===== src/logic/dsmPkg.sv =====
package dsmPkg;

    // Input bits per output sample
    localparam int DSR = 4;

    // Bit counter width inside one block
    localparam int BLK_CNT_W = $clog2(DSR + 1);

    // Output sample format
    localparam int OUT_W = 12;
    localparam int OUT_MAX = 2 ** (OUT_W - 1) - 1;
    localparam int OUT_MIN = -(2 ** (OUT_W - 1));

    // Window stage state
    typedef enum logic {
        FILLING = 1'b0,
        RUNNING = 1'b1
    } fillStateT;

endpackage


===== src/logic/firPkg.sv =====
package firPkg;

    // Tap split around the decimation point
    localparam int LOOKBACK = 12;
    localparam int LOOKAHEAD = 12;
    localparam int TAPS = LOOKBACK + LOOKAHEAD;

    // Bits of window per lookup table
    localparam int LUT_SIZE = 4;
    localparam int NUM_LUTS = TAPS / LUT_SIZE;
    localparam int AHEAD_LUTS = LOOKAHEAD / LUT_SIZE;

    localparam int COEF_W = 10;

    // Symmetric low-pass, index 0 is the newest bit
    localparam logic signed [COEF_W-1:0] COEFS [TAPS] = '{
        10'sd30,  10'sd80,  10'sd160, 10'sd250,
        10'sd340, 10'sd410, 10'sd460, 10'sd490,
        10'sd505, 10'sd511, 10'sd511, 10'sd511,
        10'sd511, 10'sd511, 10'sd511, 10'sd505,
        10'sd490, 10'sd460, 10'sd410, 10'sd340,
        10'sd250, 10'sd160, 10'sd80,  10'sd30
    };

    // Coefficient magnitudes total 8516, well inside 16 bits
    localparam int SUM_W = 16;
    localparam int SCALE_SHIFT = 2;

    // Blocks needed before the window holds only real bits
    localparam int FILL_BLOCKS = TAPS / dsmPkg::DSR;
    localparam int FILL_CNT_W = $clog2(FILL_BLOCKS + 1);

endpackage


===== src/logic/decimIfs.sv =====
`timescale 1ns/1ps

// Window halves from the shift register to the table stage
interface windowIf;
    logic valid;
    logic ready;
    logic [firPkg::LOOKBACK-1:0] lookback;
    logic [firPkg::LOOKAHEAD-1:0] lookahead;

    modport src (
        output valid,
        output lookback,
        output lookahead,
        input  ready
    );

    modport dst (
        input  valid,
        input  lookback,
        input  lookahead,
        output ready
    );
endinterface

// Registered partial sums into the adder tree
interface partialIf;
    logic valid;
    logic ready;
    logic last;
    logic signed [firPkg::SUM_W-1:0] sums [firPkg::NUM_LUTS];

    modport src (
        output valid,
        output last,
        output sums,
        input  ready
    );

    modport dst (
        input  valid,
        input  last,
        input  sums,
        output ready
    );
endinterface


===== src/logic/adderTree.sv =====
`timescale 1ns/1ps

module adderTree (
    input  logic                             clkDS,
    input  logic                             rstN,
    partialIf.dst                            part,
    output logic                             sumValid,
    input  logic                             sumReady,
    output logic signed [firPkg::SUM_W-1:0]  sum
);

    logic signed [firPkg::SUM_W-1:0] lvl1 [firPkg::NUM_LUTS/2];
    logic signed [firPkg::SUM_W-1:0] lvl2 [2];
    logic signed [firPkg::SUM_W-1:0] lvl3;
    logic valid1;
    logic valid2;
    logic valid3;
    logic last1;
    logic last2;
    logic last3;
    logic advance;
    logic outSeen;

    // Whole tree moves as one, bubbles included
    assign advance = !valid3 || sumReady;
    assign part.ready = advance;

    always_ff @(posedge clkDS) begin
        if (!rstN) begin
            valid1 <= 1'b0;
            valid2 <= 1'b0;
            valid3 <= 1'b0;
        end else if (advance) begin
            valid1 <= part.valid;
            valid2 <= valid1;
            valid3 <= valid2;
        end
    end

    always_ff @(posedge clkDS) begin
        if (advance) begin
            for (int i = 0; i < firPkg::NUM_LUTS/2; i++) begin
                lvl1[i] <= part.sums[2*i] + part.sums[2*i+1];
            end
            lvl2[0] <= lvl1[0] + lvl1[1];
            lvl2[1] <= lvl1[2];
            lvl3 <= lvl2[0] + lvl2[1];
            last1 <= part.last;
            last2 <= last1;
            last3 <= last2;
        end
    end

    assign sumValid = valid3;
    assign sum = lvl3;

    always_ff @(posedge clkDS) begin
        if (!rstN) begin
            outSeen <= 1'b0;
        end else if (sumValid && sumReady) begin
            outSeen <= 1'b1;
        end
    end

    // Exactly the first sum after reset comes from the fill-ending window
    assert property (@(posedge clkDS) disable iff (!rstN)
        sumValid |-> (last3 == !outSeen));

endmodule


===== src/logic/decimatorTop.sv =====
`timescale 1ns/1ps

module decimatorTop (
    input  logic                        clkDS,
    input  logic                        rstN,
    input  logic                        bitIn,
    input  logic                        bitValid,
    output logic                        bitReady,
    output logic [dsmPkg::OUT_W-1:0]    sampleOut,
    output logic                        sampleValid,
    input  logic                        sampleReady
);

    logic blockValid;
    logic blockReady;
    logic [dsmPkg::DSR-1:0] block;
    logic sumValid;
    logic sumReady;
    logic signed [firPkg::SUM_W-1:0] sum;

    windowIf winBus ();
    partialIf partBus ();

    sampleDeserializer sampleDeserializer_i (
        .clkDS      (clkDS),
        .rstN       (rstN),
        .bitIn      (bitIn),
        .bitValid   (bitValid),
        .bitReady   (bitReady),
        .blockValid (blockValid),
        .blockReady (blockReady),
        .block      (block)
    );

    windowShifter windowShifter_i (
        .clkDS      (clkDS),
        .rstN       (rstN),
        .blockValid (blockValid),
        .blockReady (blockReady),
        .block      (block),
        .win        (winBus.src)
    );

    lutPartialSums lutPartialSums_i (
        .clkDS (clkDS),
        .rstN  (rstN),
        .win   (winBus.dst),
        .part  (partBus.src)
    );

    adderTree adderTree_i (
        .clkDS    (clkDS),
        .rstN     (rstN),
        .part     (partBus.dst),
        .sumValid (sumValid),
        .sumReady (sumReady),
        .sum      (sum)
    );

    outputFormatter outputFormatter_i (
        .clkDS       (clkDS),
        .rstN        (rstN),
        .sumValid    (sumValid),
        .sumReady    (sumReady),
        .sum         (sum),
        .sampleOut   (sampleOut),
        .sampleValid (sampleValid),
        .sampleReady (sampleReady)
    );

endmodule


===== src/logic/lutPartialSums.sv =====
`timescale 1ns/1ps

module lutPartialSums (
    input  logic   clkDS,
    input  logic   rstN,
    windowIf.dst   win,
    partialIf.src  part
);

    // Window tap read by bit j of group g
    function automatic int tapOf(int g, int j);
        if (g < firPkg::AHEAD_LUTS) begin
            return firPkg::LOOKAHEAD - 1 - (g * firPkg::LUT_SIZE + j);
        end
        return firPkg::LOOKAHEAD + (g - firPkg::AHEAD_LUTS) * firPkg::LUT_SIZE + j;
    endfunction

    // Each bit weighs its coefficient as +1 or -1
    function automatic logic signed [firPkg::SUM_W-1:0] lutEntry(int g, int idx);
        int acc;
        acc = 0;
        for (int j = 0; j < firPkg::LUT_SIZE; j++) begin
            if (idx[j]) begin
                acc += int'(firPkg::COEFS[tapOf(g, j)]);
            end else begin
                acc -= int'(firPkg::COEFS[tapOf(g, j)]);
            end
        end
        return firPkg::SUM_W'(acc);
    endfunction

    logic [firPkg::LUT_SIZE-1:0] sel [firPkg::NUM_LUTS];
    logic signed [firPkg::SUM_W-1:0] lutOut [firPkg::NUM_LUTS];
    logic firstPending;
    logic load;

    for (genvar g = 0; g < firPkg::NUM_LUTS; g++) begin : gLut
        logic signed [firPkg::SUM_W-1:0] tbl [2 ** firPkg::LUT_SIZE];

        if (g < firPkg::AHEAD_LUTS) begin : gAhead
            assign sel[g] = win.lookahead[g*firPkg::LUT_SIZE +: firPkg::LUT_SIZE];
        end else begin : gBack
            assign sel[g] =
                win.lookback[(g-firPkg::AHEAD_LUTS)*firPkg::LUT_SIZE +: firPkg::LUT_SIZE];
        end

        for (genvar e = 0; e < 2 ** firPkg::LUT_SIZE; e++) begin : gEntry
            assign tbl[e] = lutEntry(g, e);
        end

        assign lutOut[g] = tbl[sel[g]];
    end

    assign win.ready = !part.valid || part.ready;
    assign load = win.valid && win.ready;

    always_ff @(posedge clkDS) begin
        if (!rstN) begin
            part.valid <= 1'b0;
            firstPending <= 1'b1;
        end else begin
            if (load) begin
                part.valid <= 1'b1;
                firstPending <= 1'b0;
            end else if (part.ready) begin
                part.valid <= 1'b0;
            end
        end
    end

    // First window after reset is the one that ended the fill
    always_ff @(posedge clkDS) begin
        if (load) begin
            part.last <= firstPending;
            for (int g = 0; g < firPkg::NUM_LUTS; g++) begin
                part.sums[g] <= lutOut[g];
            end
        end
    end

endmodule


===== src/logic/outputFormatter.sv =====
`timescale 1ns/1ps

module outputFormatter (
    input  logic                             clkDS,
    input  logic                             rstN,
    input  logic                             sumValid,
    output logic                             sumReady,
    input  logic signed [firPkg::SUM_W-1:0]  sum,
    output logic [dsmPkg::OUT_W-1:0]         sampleOut,
    output logic                             sampleValid,
    input  logic                             sampleReady
);

    logic signed [firPkg::SUM_W-1:0] shifted;
    logic signed [firPkg::SUM_W-1:0] satHi;
    logic signed [firPkg::SUM_W-1:0] satLo;
    logic [dsmPkg::OUT_W-1:0] clipped;
    logic tooHigh;
    logic tooLow;
    logic load;

    assign satHi = firPkg::SUM_W'(dsmPkg::OUT_MAX);
    assign satLo = firPkg::SUM_W'(dsmPkg::OUT_MIN);

    assign shifted = sum >>> firPkg::SCALE_SHIFT;
    assign tooHigh = shifted > satHi;
    assign tooLow = shifted < satLo;

    always_comb begin
        if (tooHigh) begin
            clipped = satHi[dsmPkg::OUT_W-1:0];
        end else if (tooLow) begin
            clipped = satLo[dsmPkg::OUT_W-1:0];
        end else begin
            clipped = shifted[dsmPkg::OUT_W-1:0];
        end
    end

    assign sumReady = !sampleValid || sampleReady;
    assign load = sumValid && sumReady;

    always_ff @(posedge clkDS) begin
        if (!rstN) begin
            sampleValid <= 1'b0;
        end else if (load) begin
            sampleValid <= 1'b1;
        end else if (sampleReady) begin
            sampleValid <= 1'b0;
        end
    end

    // Two's complement to offset binary
    always_ff @(posedge clkDS) begin
        if (load) begin
            sampleOut <= {~clipped[dsmPkg::OUT_W-1], clipped[dsmPkg::OUT_W-2:0]};
        end
    end

    assert property (@(posedge clkDS) disable iff (!rstN)
        load && (tooHigh || tooLow) |=>
            ($past(tooHigh) ? sampleOut == '1 : sampleOut == '0));

endmodule


===== src/logic/sampleDeserializer.sv =====
`timescale 1ns/1ps

module sampleDeserializer (
    input  logic                     clkDS,
    input  logic                     rstN,
    input  logic                     bitIn,
    input  logic                     bitValid,
    output logic                     bitReady,
    output logic                     blockValid,
    input  logic                     blockReady,
    output logic [dsmPkg::DSR-1:0]   block
);

    logic [dsmPkg::BLK_CNT_W-1:0] count;
    logic [dsmPkg::DSR-1:0] blockReg;
    logic bitTaken;
    logic blockTaken;

    assign blockValid = (count == dsmPkg::BLK_CNT_W'(dsmPkg::DSR));
    // A full block may drain and refill in the same cycle
    assign bitReady = !blockValid || blockReady;
    assign block = blockReg;

    assign bitTaken = bitValid && bitReady;
    assign blockTaken = blockValid && blockReady;

    always_ff @(posedge clkDS) begin
        if (!rstN) begin
            count <= '0;
        end else if (bitTaken) begin
            if (blockTaken) begin
                count <= dsmPkg::BLK_CNT_W'(1);
            end else begin
                count <= count + 1'b1;
            end
        end else if (blockTaken) begin
            count <= '0;
        end
    end

    // Newest bit lands in bit 0
    always_ff @(posedge clkDS) begin
        if (bitTaken) begin
            blockReg <= {blockReg[dsmPkg::DSR-2:0], bitIn};
        end
    end

    assert property (@(posedge clkDS) disable iff (!rstN)
        count <= dsmPkg::BLK_CNT_W'(dsmPkg::DSR));

endmodule


===== src/logic/windowShifter.sv =====
`timescale 1ns/1ps

module windowShifter (
    input  logic                    clkDS,
    input  logic                    rstN,
    input  logic                    blockValid,
    output logic                    blockReady,
    input  logic [dsmPkg::DSR-1:0]  block,
    windowIf.src                    win
);

    dsmPkg::fillStateT state;
    logic [firPkg::FILL_CNT_W-1:0] fillCnt;
    logic [firPkg::TAPS-1:0] window;
    logic outValid;
    logic blockTaken;
    logic lastFill;

    assign blockReady = !outValid || win.ready;
    assign blockTaken = blockValid && blockReady;
    assign lastFill = (fillCnt == firPkg::FILL_CNT_W'(firPkg::FILL_BLOCKS - 1));

    always_ff @(posedge clkDS) begin
        if (!rstN) begin
            state <= dsmPkg::FILLING;
            fillCnt <= '0;
            outValid <= 1'b0;
        end else begin
            if (blockTaken && state == dsmPkg::FILLING) begin
                fillCnt <= fillCnt + 1'b1;
                if (lastFill) begin
                    state <= dsmPkg::RUNNING;
                end
            end
            if (blockTaken) begin
                outValid <= (state == dsmPkg::RUNNING) || lastFill;
            end else if (win.ready) begin
                outValid <= 1'b0;
            end
        end
    end

    // Window bit k holds the bit k positions older than the newest
    always_ff @(posedge clkDS) begin
        if (blockTaken) begin
            window <= {window[firPkg::TAPS-dsmPkg::DSR-1:0], block};
        end
    end

    assign win.valid = outValid;
    assign win.lookback = window[firPkg::TAPS-1:firPkg::LOOKAHEAD];

    // Reversed so both halves see mirrored taps in the same order
    always_comb begin
        for (int i = 0; i < firPkg::LOOKAHEAD; i++) begin
            win.lookahead[i] = window[firPkg::LOOKAHEAD-1-i];
        end
    end

    assert property (@(posedge clkDS) disable iff (!rstN)
        win.valid && !win.ready |=>
            win.valid && $stable(win.lookback) && $stable(win.lookahead));

endmodule


===== config.mk =====
export PLATFORM = sky130hd
export DESIGN_NAME = decimatorTop
export DESIGN_NICKNAME = d
export VERILOG_FILES = /design/src/logic/dsmPkg.sv /design/src/logic/firPkg.sv /design/src/logic/decimIfs.sv /design/src/logic/adderTree.sv /design/src/logic/decimatorTop.sv /design/src/logic/lutPartialSums.sv /design/src/logic/outputFormatter.sv /design/src/logic/sampleDeserializer.sv /design/src/logic/windowShifter.sv
export SDC_FILE = /design/constraint.sdc
export NUM_CORES = 1
export LEC_CHECK = 0
export ABC_AREA = 1
export BUFFER_PORTS_ARGS = -buffer_cell sky130_fd_sc_hd__buf_2
export CAP_MARGIN = 20
export CORE_UTILIZATION = 28
export DETAILED_ROUTE_END_ITERATION = 10
export PLACE_DENSITY_LB_ADDON = 0.3
export SLEW_MARGIN = 20
export SYNTH_ARGS = -nofsm -noshare
export SYNTH_HDL_FRONTEND = slang
export SYNTH_SLANG_ARGS = --single-unit

===== constraint.sdc =====
create_clock -name clkDS -period 7.23 [get_ports clkDS]
set_input_delay 1.446 -clock clkDS [delete_from_list [all_inputs] [get_ports clkDS]]
set_output_delay 1.446 -clock clkDS [all_outputs]
set_load 0.03 [all_outputs]

==> results of run 1 <==
[power groups by stage]
stage | clock, mW | combinational, mW | sequential [mW]
final | 0.902 | 0.0198 | 1.19
after global routing | 0.966 | 0.0229 | 1.19
after CTS | 0.933 | 0.0199 | 1.19
after detailed placement | 0 | 0.0198 | 1.21
after global placement | 0 | 0.0192 | 1.21
after floorplan | 0 | 0.0146 | 1.21
[kinds of logic after synthesis]
group	share of synthesized area [%]
flip-flops	53.97
XOR/XNOR	3.580
adder cells (fa/ha/maj)	12.18
buffers and inverters	5.468
AND/OR/NAND/NOR	18.30
AO/OA/AOI/OAI	6.503
[path summary, 6_finish.rpt]
check	startpoint	to	slack (ns)
worst max-delay path	sampleReady	bitReady	3.51
worst min-delay path	sampleDeserializer_i.block[3]	windowShifter_i.window[3]	0.42
worst max register to register	sampleDeserializer_i.count[0]	windowShifter_i.window[10]	5.23
worst min register to register	sampleDeserializer_i.block[3]	windowShifter_i.window[3]	0.42
[layout make-up]
type	count	area (sq um)	share of cell area (%)
multi-input cells	695	4175	36.20
clock buffers	18	429.2	3.721
flip-flops and latches	189	5545	48.09
repair buffers	21	125.1	1.085
inverters	145	544.3	4.720
well taps	461	576.8	5.002
clock inverters	14	136.4	1.183
[cells in the final DEF (no fill, tap or decap), types with 3 or more instances in the layout]
cell	Yosys	routed
clkinvlp_4	0	3
o21ai_0	31	31
nor2_1	60	60
a31oi_1	6	6
o21ai_1	4	4
clkinv_1	1	3
a21oi_1	56	56
inv_1	141	140
nand4_1	11	11
clkbuf_16	0	17
nor2_2	9	9
edfxtp_1	176	176
a21oi_2	4	4
nand3_2	6	6
xor2_1	33	33
nand3_1	43	43
dfxtp_1	13	13
inv_2	3	4
o21a_1	4	4
o21ai_2	4	4
inv_6	0	4
nand2_1	282	281
xnor2_1	9	9
nor3_2	4	4
nand2_2	9	9
ha_1	92	92
buf_2	2	18
fa_1	5	5
nor3_1	6	6
[through the flow]
stage / hold WS, ns / power [mW] / cell area, sq um
6_report: 0.4195 / 2.110 / 11530
5_1_grt: 0.4313 / 2.177 / 11530
4_1_cts: 0.4222 / 2.141 / 11510
3_5_place_dp: 0.4045 / 1.232 / 10950
3_3_place_gp: 0.4051 / 1.232 / 10950
2_1_floorplan: 0.4003 / 1.225 / 10270
[critical path, cell delays in order]
cell and delay [ns]:
buf_2 0.11, nor2_4 0.22, nand4_4 0.16, inv_1 0.08, nand2_1 0.06, buf_2 0.18
[routing by layer]
metal  routed length, um  global-route usage, %  part of all wire [%]  vias up
met1                8643                  12.53                    50     2936
met2                7941                  16.00                    46       69
met5                   0                      0                     0        -
met4                 274                  4.000                   1.6        0
met3                 467                  1.865                   2.7       21
li1                    -                      -                     -     3537
[registers in the layout (all words and copies together) (netlist names)]
| signal | flops |
|---|---|
| adderTree_i.lvl1 | 44 |
| adderTree_i.lvl2 | 28 |
| adderTree_i.sum | 14 |
| adderTree_i.sumValid | 1 |
| adderTree_i.valid1 | 1 |
| adderTree_i.valid2 | 1 |
| lutPartialSums_i.part.sums | 50 |
| lutPartialSums_i.part.valid | 1 |
| outputFormatter_i.sampleOut | 12 |
| outputFormatter_i.sampleValid | 1 |
| sampleDeserializer_i.block | 4 |
| sampleDeserializer_i.count | 3 |
| windowShifter_i.fillCnt | 3 |
| windowShifter_i.state | 1 |
| windowShifter_i.win.valid | 1 |
| windowShifter_i.window | 24 |
==> results.sh, run 1 <==
export IMPL_p_leak_nw=5.130
export IMPL_grt_max_degree=86
export IMPL_syn_inst=1033
export IMPL_grt_use_total_pct=9.732
export IMPL_yosysMostFrequentCell="nand2_1"
export IMPL_nNetsFinal=1171
export IMPL_yosysTopAreaCellShare_pct=51.44
export IMPL_ys_async_sr_fraction_pct=0
export IMPL_p_int_mw=1.672
export IMPL_min_path_cells=0
export IMPL_cts_tree="built"
export IMPL_first_global_vias=6209
export IMPL_vias=6563
export IMPL_wl_um=17330
export IMPL_clockBufferDepth=2
export IMPL_row_count=69
export IMPL_required_ns=5.78
export IMPL_netlist_area_sq_mm=0.01027
export IMPL_ir_drop_mv=0.1510
export IMPL_crit_type="input pin to output pin"
export IMPL_reg2reg_depth=6
export IMPL_ys_warn_count=0
export IMPL_cts_resized=0
export IMPL_drive_above_1_share_pct=8.780
export IMPL_grt_setup_unrepaired="false"
export IMPL_synth_common_cells="nand2_1, edfxtp_1, inv_1"
export IMPL_synth_seq_area_share_pct=53.97
export IMPL_p_sw_mw=0.4375
export IMPL_cp_end_kind="output pin"
export IMPL_yosys_most_used_dff="edfxtp_1"
export IMPL_hold_class="register to register"
export IMPL_via_per_inst=4.253
export IMPL_drc=0
export IMPL_cts_made_buffers=17
export IMPL_cp_start_kind="input pin"
export IMPL_dp_hpwl_um=13250
export IMPL_yosys_cell_types_count=40
export IMPL_pwr_share_seq_pct=56.3
export IMPL_antenna_left=0
export IMPL_ys_top_cells_by_area="edfxtp_1, ha_1, nand2_1"
export IMPL_die_h_um=193.6
export IMPL_p_sw_share_pct=20.74
export IMPL_post_cts_buffers=0
export IMPL_tns_ns=0
export IMPL_powerDensity_mw_per_mm2=183.0
export IMPL_io_buffers=18
export IMPL_drt_pass1_iter_count=5
export IMPL_die_area_sq_mm=0.03747
export IMPL_io_pins=19
export IMPL_synth_ff_latch_count=189
export IMPL_clkLatencyLatePin_ns=0.44
export IMPL_clock_skew_final_ns=0.01459
export IMPL_status="finished, final reports clean"
export IMPL_place_gp_congestion=0.7926
export IMPL_die_w_um=193.6
export IMPL_synth_edf_count=176
export IMPL_utilization_pct=32.19
export IMPL_place_ws_ns=3.494
export IMPL_syn2layout_area_growth_pct=12.24
export IMPL_combPwrFrac_pct=0.9
export IMPL_ctsHtreeMaxLevel=4
export IMPL_maxSlewViolCount=0
export IMPL_worstMarginPinSlew_ns=1.045
export IMPL_path_max_fanout=7
export IMPL_p_clk_share_pct=42.8
export IMPL_clock_sinks=189
export IMPL_fin_ws_ns=3.515
export IMPL_fp_coreArea_sq_mm=0.03583
export IMPL_setup_violations=0
export IMPL_finalHoldViolations=0
export IMPL_maxCapViolCount=0
export IMPL_antenna_found_initial=0
export IMPL_start_util_pct=28.68
export IMPL_drtIter0Drc=368
export IMPL_n_antenna_cell=0
export IMPL_num_fill_cells=3551
export IMPL_stdcell_count=1543
export IMPL_max_freq_ghz=0.2692
export IMPL_synth_nets=1135
export IMPL_arrival_ns=2.27
export IMPL_dp_cells=1510
export IMPL_synth_top_area_cell="edfxtp_1"
export IMPL_period_needed_ns=3.715
export IMPL_wire_per_inst_um=11.23
export IMPL_grt_overflow=0
export IMPL_cts_hold_fix_buffers=0
export IMPL_syn_avg_cell_area_sq_um=9.947
export IMPL_slew_headroom_pct=29.58
export IMPL_min_period_over_period_pct=51.38
export IMPL_clock_tree_root_cell="clkbuf_16"
export IMPL_path_clk_slew_ns=0.07
export IMPL_grt_first_pass_wirelength_um=29600
(Power assumes the default switching activity.)
==> run 2, diff against run 1 <==
==> constraint.sdc (replaced) <==
create_clock -name clkDS -period 3.48 [get_ports clkDS]
set_input_delay 0.696 -clock clkDS [delete_from_list [all_inputs] [get_ports clkDS]]
set_output_delay 0.696 -clock clkDS [all_outputs]
set_load 0.03 [all_outputs]
==> run 2 against run 1 <==
Compared with the run above:
- critical path depth unchanged
- cell count down 0.13%
- routed wire length up 1.4%
- flip-flop and latch count unchanged
- largest power group unchanged
- global-route usage up 0.16 points
- power up 110%
- critical path type is now register to output pin
- worst setup slack worse by 2.3 ns
- largest cell class unchanged
- via count down 0.21%
- critical endpoint unchanged
==> results.sh, run 2 (synthesis gave the netlist of run 1 again) <==
export IMPL_fin_ws_ns=1.211
export IMPL_worstMarginPinSlew_ns=1.026
export IMPL_clockBufferDepth=2
export IMPL_drtIter0Drc=295
export IMPL_vias=6549
export IMPL_cp_start_kind="register"
export IMPL_nNetsFinal=1170
export IMPL_clock_sinks=189
export IMPL_antenna_left=0
export IMPL_slew_headroom_pct=31.62
export IMPL_largest_register_ff_count=50
export IMPL_hold_class="register to register"
export IMPL_r2r_end="windowShifter_i.window[8]"
export IMPL_finalHoldViolations=0
export IMPL_crit_path_start="sampleDeserializer_i.count[0]"
export IMPL_largest_registers="lutPartialSums_i.part.sums (50), adderTree_i.lvl1 (44), adderTree_i.lvl2 (28)"
export IMPL_place_area_sq_mm=0.01095
export IMPL_dp_cells=1510
export IMPL_layout_commonest_cell="nand2_1"
export IMPL_grt_setup_unrepaired="false"
export IMPL_layout_common_cells="nand2_1, edfxtp_1, inv_1"
export IMPL_place_ws_ns=1.244
export IMPL_start_util_pct=28.68
export IMPL_stdcell_count=1541
export IMPL_tns_ns=0
export IMPL_drive_above_1_share_pct=8.796
export IMPL_crit_type="register to output pin"
export IMPL_io_buffers=18
export IMPL_clock_tree_root_cell="clkbuf_16"
export IMPL_cts_made_buffers=17
export IMPL_cts_tree="built"
export IMPL_cts_resized=0
export IMPL_clkLatencyLatePin_ns=0.44
export IMPL_p_leak_nw=5.140
export IMPL_io_pins=19
export IMPL_cts_hold_fix_buffers=0
export IMPL_place_gp_congestion=0.7995
export IMPL_reg2reg_depth=6
export IMPL_total_power_mw=4.456
export IMPL_maxSlewViolCount=0
export IMPL_status="finished, final reports clean"
export IMPL_row_count=69
export IMPL_crit_end="bitReady"
export IMPL_fp_coreArea_sq_mm=0.03583
export IMPL_syn2layout_area_growth_pct=12.29
export IMPL_final_area_sq_mm=0.01154
export IMPL_cp_end_kind="output pin"
export IMPL_setup_violations=0
export IMPL_reg2reg_from="sampleDeserializer_i.count[0]"
export IMPL_maxCapViolCount=0
export IMPL_ctsHtreeMaxLevel=4
export IMPL_first_global_vias=6261
export IMPL_grt_use_total_pct=9.893
export IMPL_ir_drop_mv=0.3702
export IMPL_holdWs_ns=0.4182
export IMPL_post_cts_buffers=0
export IMPL_n_antenna_cell=0
export IMPL_clock_skew_final_ns=0.01566
export IMPL_grt_overflow=0
export IMPL_period_needed_ns=2.269
export IMPL_die_area_sq_mm=0.03747
export IMPL_wire_per_inst_um=11.40
export IMPL_wl_um=17570
export IMPL_grt_first_pass_wirelength_um=29840
export IMPL_powerDensity_mw_per_mm2=386.2
export IMPL_die_h_um=193.6
export IMPL_min_period_over_period_pct=65.20
export IMPL_max_freq_ghz=0.4407
export IMPL_utilization_pct=32.20
export IMPL_via_per_inst=4.250
export IMPL_required_ns=2.78
export IMPL_antenna_found_initial=0
export IMPL_drt_pass1_iter_count=4
export IMPL_grt_max_degree=86
export IMPL_ff2ff_setup_slack_ns=1.48
export IMPL_top_register="lutPartialSums_i.part.sums"
export IMPL_arrival_ns=1.57
export IMPL_die_w_um=193.6
export IMPL_drc=0
export IMPL_path_clk_slew_ns=0.07
export IMPL_dp_hpwl_um=13460
export IMPL_path_max_fanout=6
## run 2: worst min-delay path by stage
stage                              startpoint                       endpoint  slack [ns]  cells past startpoint
6_report              adderTree_i.lvl1[0][40]        adderTree_i.lvl2[0][24]        0.42                      0
5_1_grt                                 bitIn  sampleDeserializer_i.block[0]        0.42                      1
4_1_cts                                 bitIn  sampleDeserializer_i.block[0]        0.41                      1
3_5_place_dp          adderTree_i.lvl1[0][41]        adderTree_i.lvl2[0][25]        0.40                      0
3_3_place_gp          adderTree_i.lvl1[0][42]        adderTree_i.lvl2[0][26]        0.40                      0
2_1_floorplan  lutPartialSums_i.part.sums[33]        adderTree_i.lvl1[0][17]        0.40                      0
## run 2: per-layer routing
metal | share of wire, % | vias up | global-route usage, %
met3 | 3.1 | 23 | 2.301
met1 | 49 | 2925 | 12.40
li1 | - | 3526 | -
met2 | 46 | 75 | 16.49
met4 | 1.9 | 0 | 3.793
met5 | 0 | - | 0
## run 2: area by class of cell
| class | instances | area (sq um) |
|---|---|---|
| fill | 3600 | 24290 |
| multi-input combinational | 695 | 4175 |
| clock buffer | 18 | 429.2 |
| timing repair buffer | 20 | 105.1 |
| tap | 461 | 576.8 |
| clock inverter | 13 | 161.4 |
| sequential | 189 | 5545 |
| inverter | 145 | 544.3 |
## run 2: worst max-delay path, stage by stage (launching register included)
cell     delay (ns)
dfxtp_1        0.36
inv_1          0.07
ha_1           0.19
nand2_1        0.10
inv_1          0.12
nand2_1        0.11
buf_2          0.20
## run 2: where the power goes
group / switching (mW) / total, mW / internal, mW
Combinational: 0.0261 / 0.0410 / 0.0148
Clock: 0.872 / 1.95 / 1.07
Sequential: 0.00871 / 2.47 / 2.46
==> run 3, diff against run 2 <==
--- a/config.mk
+++ b/config.mk
@@ -5,7 +5,7 @@
 export SDC_FILE = /design/constraint.sdc
 export NUM_CORES = 1
 export LEC_CHECK = 0
-export ABC_AREA = 1
+export ABC_AREA = 0
 export BUFFER_PORTS_ARGS = -buffer_cell sky130_fd_sc_hd__buf_2
 export CAP_MARGIN = 20
 export CORE_UTILIZATION = 28
==> constraint.sdc (replaced) <==
create_clock -name clkDS -period 2 [get_ports clkDS]
set_input_delay 0.4 -clock clkDS [delete_from_list [all_inputs] [get_ports clkDS]]
set_output_delay 0.4 -clock clkDS [all_outputs]
set_load 0.03 [all_outputs]
==> run 3 against run 2 <==
Compared with the run above:
- the flow now finishes with violations (setup timing)
- die area shrank 2.0%
- synthesized area shrank 2.0%
- flip-flop and latch count is the same
- core utilization up 1.6 points
- cell count is 9.3% lower
- critical path type is now register to register
- sequential share of layout area is 1.8 points lower
- power up 69%
- largest power group unchanged
- synthesized cell count is 17% lower
- worst setup slack got worse by 1.2 ns
- worst hold slack worse by 0.27 ns
==> results.sh, run 3 <==
export IMPL_worstMarginPinSlew_ns=0.6331
export IMPL_place_gp_congestion=0.7216
export IMPL_cp_start_kind="register"
export IMPL_top_register="lutPartialSums_i.part.sums"
export IMPL_crit_type="register to register"
export IMPL_die_h_um=191.6
export IMPL_ctsHtreeMaxLevel=4
export IMPL_hold_class="input pin to register"
export IMPL_die_w_um=191.6
export IMPL_antenna_found_initial=0
export IMPL_required_ns=2.18
export IMPL_violations="setup timing"
export IMPL_p_leak_nw=4.525
export IMPL_ys_top_cells_by_area="edfxtp_1, ha_1, nor2_1"
export IMPL_layout_common_cells="edfxtp_1, nor2_1, ha_1"
export IMPL_synth_common_cells="edfxtp_1, ha_1, nor2_1"
export IMPL_clkLatencyLatePin_ns=0.43
export IMPL_drt_pass1_iter_count=4
export IMPL_path_clk_slew_ns=0.07
export IMPL_crit_end="adderTree_i.lvl1[0][11]"
export IMPL_holdWs_ns=0.1434
export IMPL_ys_async_sr_fraction_pct=0
export IMPL_clock_tree_root_cell="clkbuf_16"
export IMPL_max_freq_ghz=0.4914
export IMPL_setup_violations=2
export IMPL_grt_setup_unrepaired="true"
export IMPL_antenna_left=0
export IMPL_reg2reg_depth=7
export IMPL_netlist_area_sq_mm=0.01007
export IMPL_powerDensity_mw_per_mm2=629.3
export IMPL_row_count=69
export IMPL_yosysTopAreaCellShare_pct=52.49
export IMPL_drc=0
export IMPL_io_buffers=18
export IMPL_via_per_inst=4.457
export IMPL_status="complete, but fails checks"
export IMPL_cp_end_kind="register"
export IMPL_grt_use_total_pct=9.872
export IMPL_r2r_end="adderTree_i.lvl1[0][11]"
export IMPL_drive_above_1_share_pct=17.74
export IMPL_clock_skew_final_ns=0.01295
export IMPL_yosys_most_used_dff="edfxtp_1"
export IMPL_largest_register_ff_count=50
export IMPL_yosysMostFrequentCell="edfxtp_1"
export IMPL_min_period_over_period_pct=101.7
export IMPL_grt_max_degree=56
export IMPL_wl_um=17320
export IMPL_path_max_fanout=6
export IMPL_vias=6226
export IMPL_start_util_pct=28.38
export IMPL_wire_per_inst_um=12.39
export IMPL_fin_ws_ns=-0.03485
export IMPL_yosys_cell_types_count=59
export IMPL_synth_nets=962
export IMPL_syn_avg_cell_area_sq_um=11.71
export IMPL_maxCapViolCount=0
export IMPL_synth_ff_latch_count=189
export IMPL_grt_first_pass_wirelength_um=28770
export IMPL_die_area_sq_mm=0.03672
export IMPL_period_needed_ns=2.035
export IMPL_maxSlewViolCount=0
export IMPL_synth_edf_count=176
export IMPL_tns_ns=-0.03856
export IMPL_cts_made_buffers=17
export IMPL_io_pins=19
export IMPL_n_antenna_cell=0
export IMPL_grt_overflow=0
export IMPL_reg2reg_from="lutPartialSums_i.part.sums[89]"
export IMPL_largest_registers="lutPartialSums_i.part.sums (50), adderTree_i.lvl1 (44), adderTree_i.lvl2 (28)"
export IMPL_clockBufferDepth=2
export IMPL_crit_path_start="lutPartialSums_i.part.sums[89]"
export IMPL_fp_coreArea_sq_mm=0.03548
export IMPL_first_global_vias=6039
export IMPL_ff2ff_setup_slack_ns=-0.03
export IMPL_layout_commonest_cell="edfxtp_1"
export IMPL_drtIter0Drc=247
export IMPL_finalHoldViolations=0
export IMPL_clock_sinks=189
export IMPL_total_power_mw=7.547
export IMPL_arrival_ns=2.21
export IMPL_ys_warn_count=0
export IMPL_synth_seq_area_share_pct=55.08
export IMPL_syn_inst=860
export IMPL_cts_tree="built"
export IMPL_syn2layout_area_growth_pct=19.11
export IMPL_ir_drop_mv=0.5793
export IMPL_slew_headroom_pct=57.80
export IMPL_dp_hpwl_um=12550
export IMPL_nNetsFinal=1025
export IMPL_synth_top_area_cell="edfxtp_1"
==> run 3: changes by cell type in the layout (fill, tap and decap cells not counted), moves of 12 or more <==
cell / delta
xnor2_1: +27
nor2_1: +23
nand2_1: -221
nand3_1: -27
a21oi_1: -18
buf_4: +42
o21ai_0: +12
nor2b_1: +16
nand2b_1: +14
ha_1: -14
inv_1: -89
==> run 3: cell families after synthesis <==
| family | after synthesis | synth area share, % |
|---|---|---|
| buffers and inverters | 76 | 2.883 |
| xor gates and xnor gates | 59 | 5.132 |
| AOI/OAI and AO/OA | 204 | 13.26 |
| DFF | 189 | 55.08 |
| adders and majority gates | 98 | 12.53 |
| and+or+nand+nor | 225 | 10.10 |
| muxes | 9 | 1.019 |
==> run 3: worst max-delay path, cell delays in order (launching register included) <==
cell and delay [ns]:
edfxtp_1 0.38, buf_6 0.16, ha_4 0.23, buf_6 0.12
a2111o_1 0.44, a41oi_2 0.22, o21bai_1 0.09, xor2_1 0.14
==> run 3: area by class of cell <==
| cell class | count | area (sq um) |
|---|---|---|
| Inverter | 54 | 206.4 |
| Sequential cell | 189 | 5547 |
| Timing Repair Buffer | 66 | 483.0 |
| Clock buffer | 18 | 429.2 |
| Tap cell | 461 | 576.8 |
| Fill cell | 3479 | 23490 |
| Multi-Input combinational cell | 595 | 4632 |
| Clock inverter | 14 | 118.9 |
==> run 3: worst min-delay path by stage <==
stage	from	to	slack, ns	depth (start not counted)
2_1_floorplan	lutPartialSums_i.part.sums[33]	adderTree_i.lvl1[0][17]	0.40	0
3_3_place_gp	sampleDeserializer_i.block[3]	windowShifter_i.window[3]	0.40	0
3_5_place_dp	adderTree_i.lvl1[0][37]	adderTree_i.lvl2[0][21]	0.40	0
4_1_cts	bitIn	sampleDeserializer_i.block[0]	0.12	1
5_1_grt	bitIn	sampleDeserializer_i.block[0]	0.12	1
6_report	bitIn	sampleDeserializer_i.block[0]	0.14	1
==> run 3: layer usage <==
metal / share of wire [%] / global-route usage [%] / vias to the layer above
li1: - / - / 3263
met1: 46 / 11.98 / 2872
met2: 49 / 16.88 / 72
met3: 3.3 / 2.448 / 19
met4: 1.4 / 3.571 / 0
met5: 0 / 0 / -
==> run 3: repair_timing <==
item,CTS,global route
setup buffers,3,2
setup endpoints to repair,18,31
pin swaps,10,30
resized for setup,26,58
gates cloned,0,0
hold buffers,0,0
==> run 3: power breakdown <==
part,total [mW],leakage (nW),internal (mW),switching (mW)
clock,3.22,0.258,1.72,1.50
combinational,0.0500,2.43,0.0225,0.0275
sequential,4.28,1.84,4.27,0.00974
==> run 3: per-stage QoR <==
stage,area (sq um),setup slack (ns),util [%],cells
after floorplan,10110,-0.3975,-,860
after global routing,11990,-0.09543,33.80,1397
final,11990,-0.03485,33.80,1397
after detailed placement,11040,-0.1636,31.11,1361
after global placement,11040,-0.1226,31.11,1361
after CTS,11740,-0.02769,33.08,1396
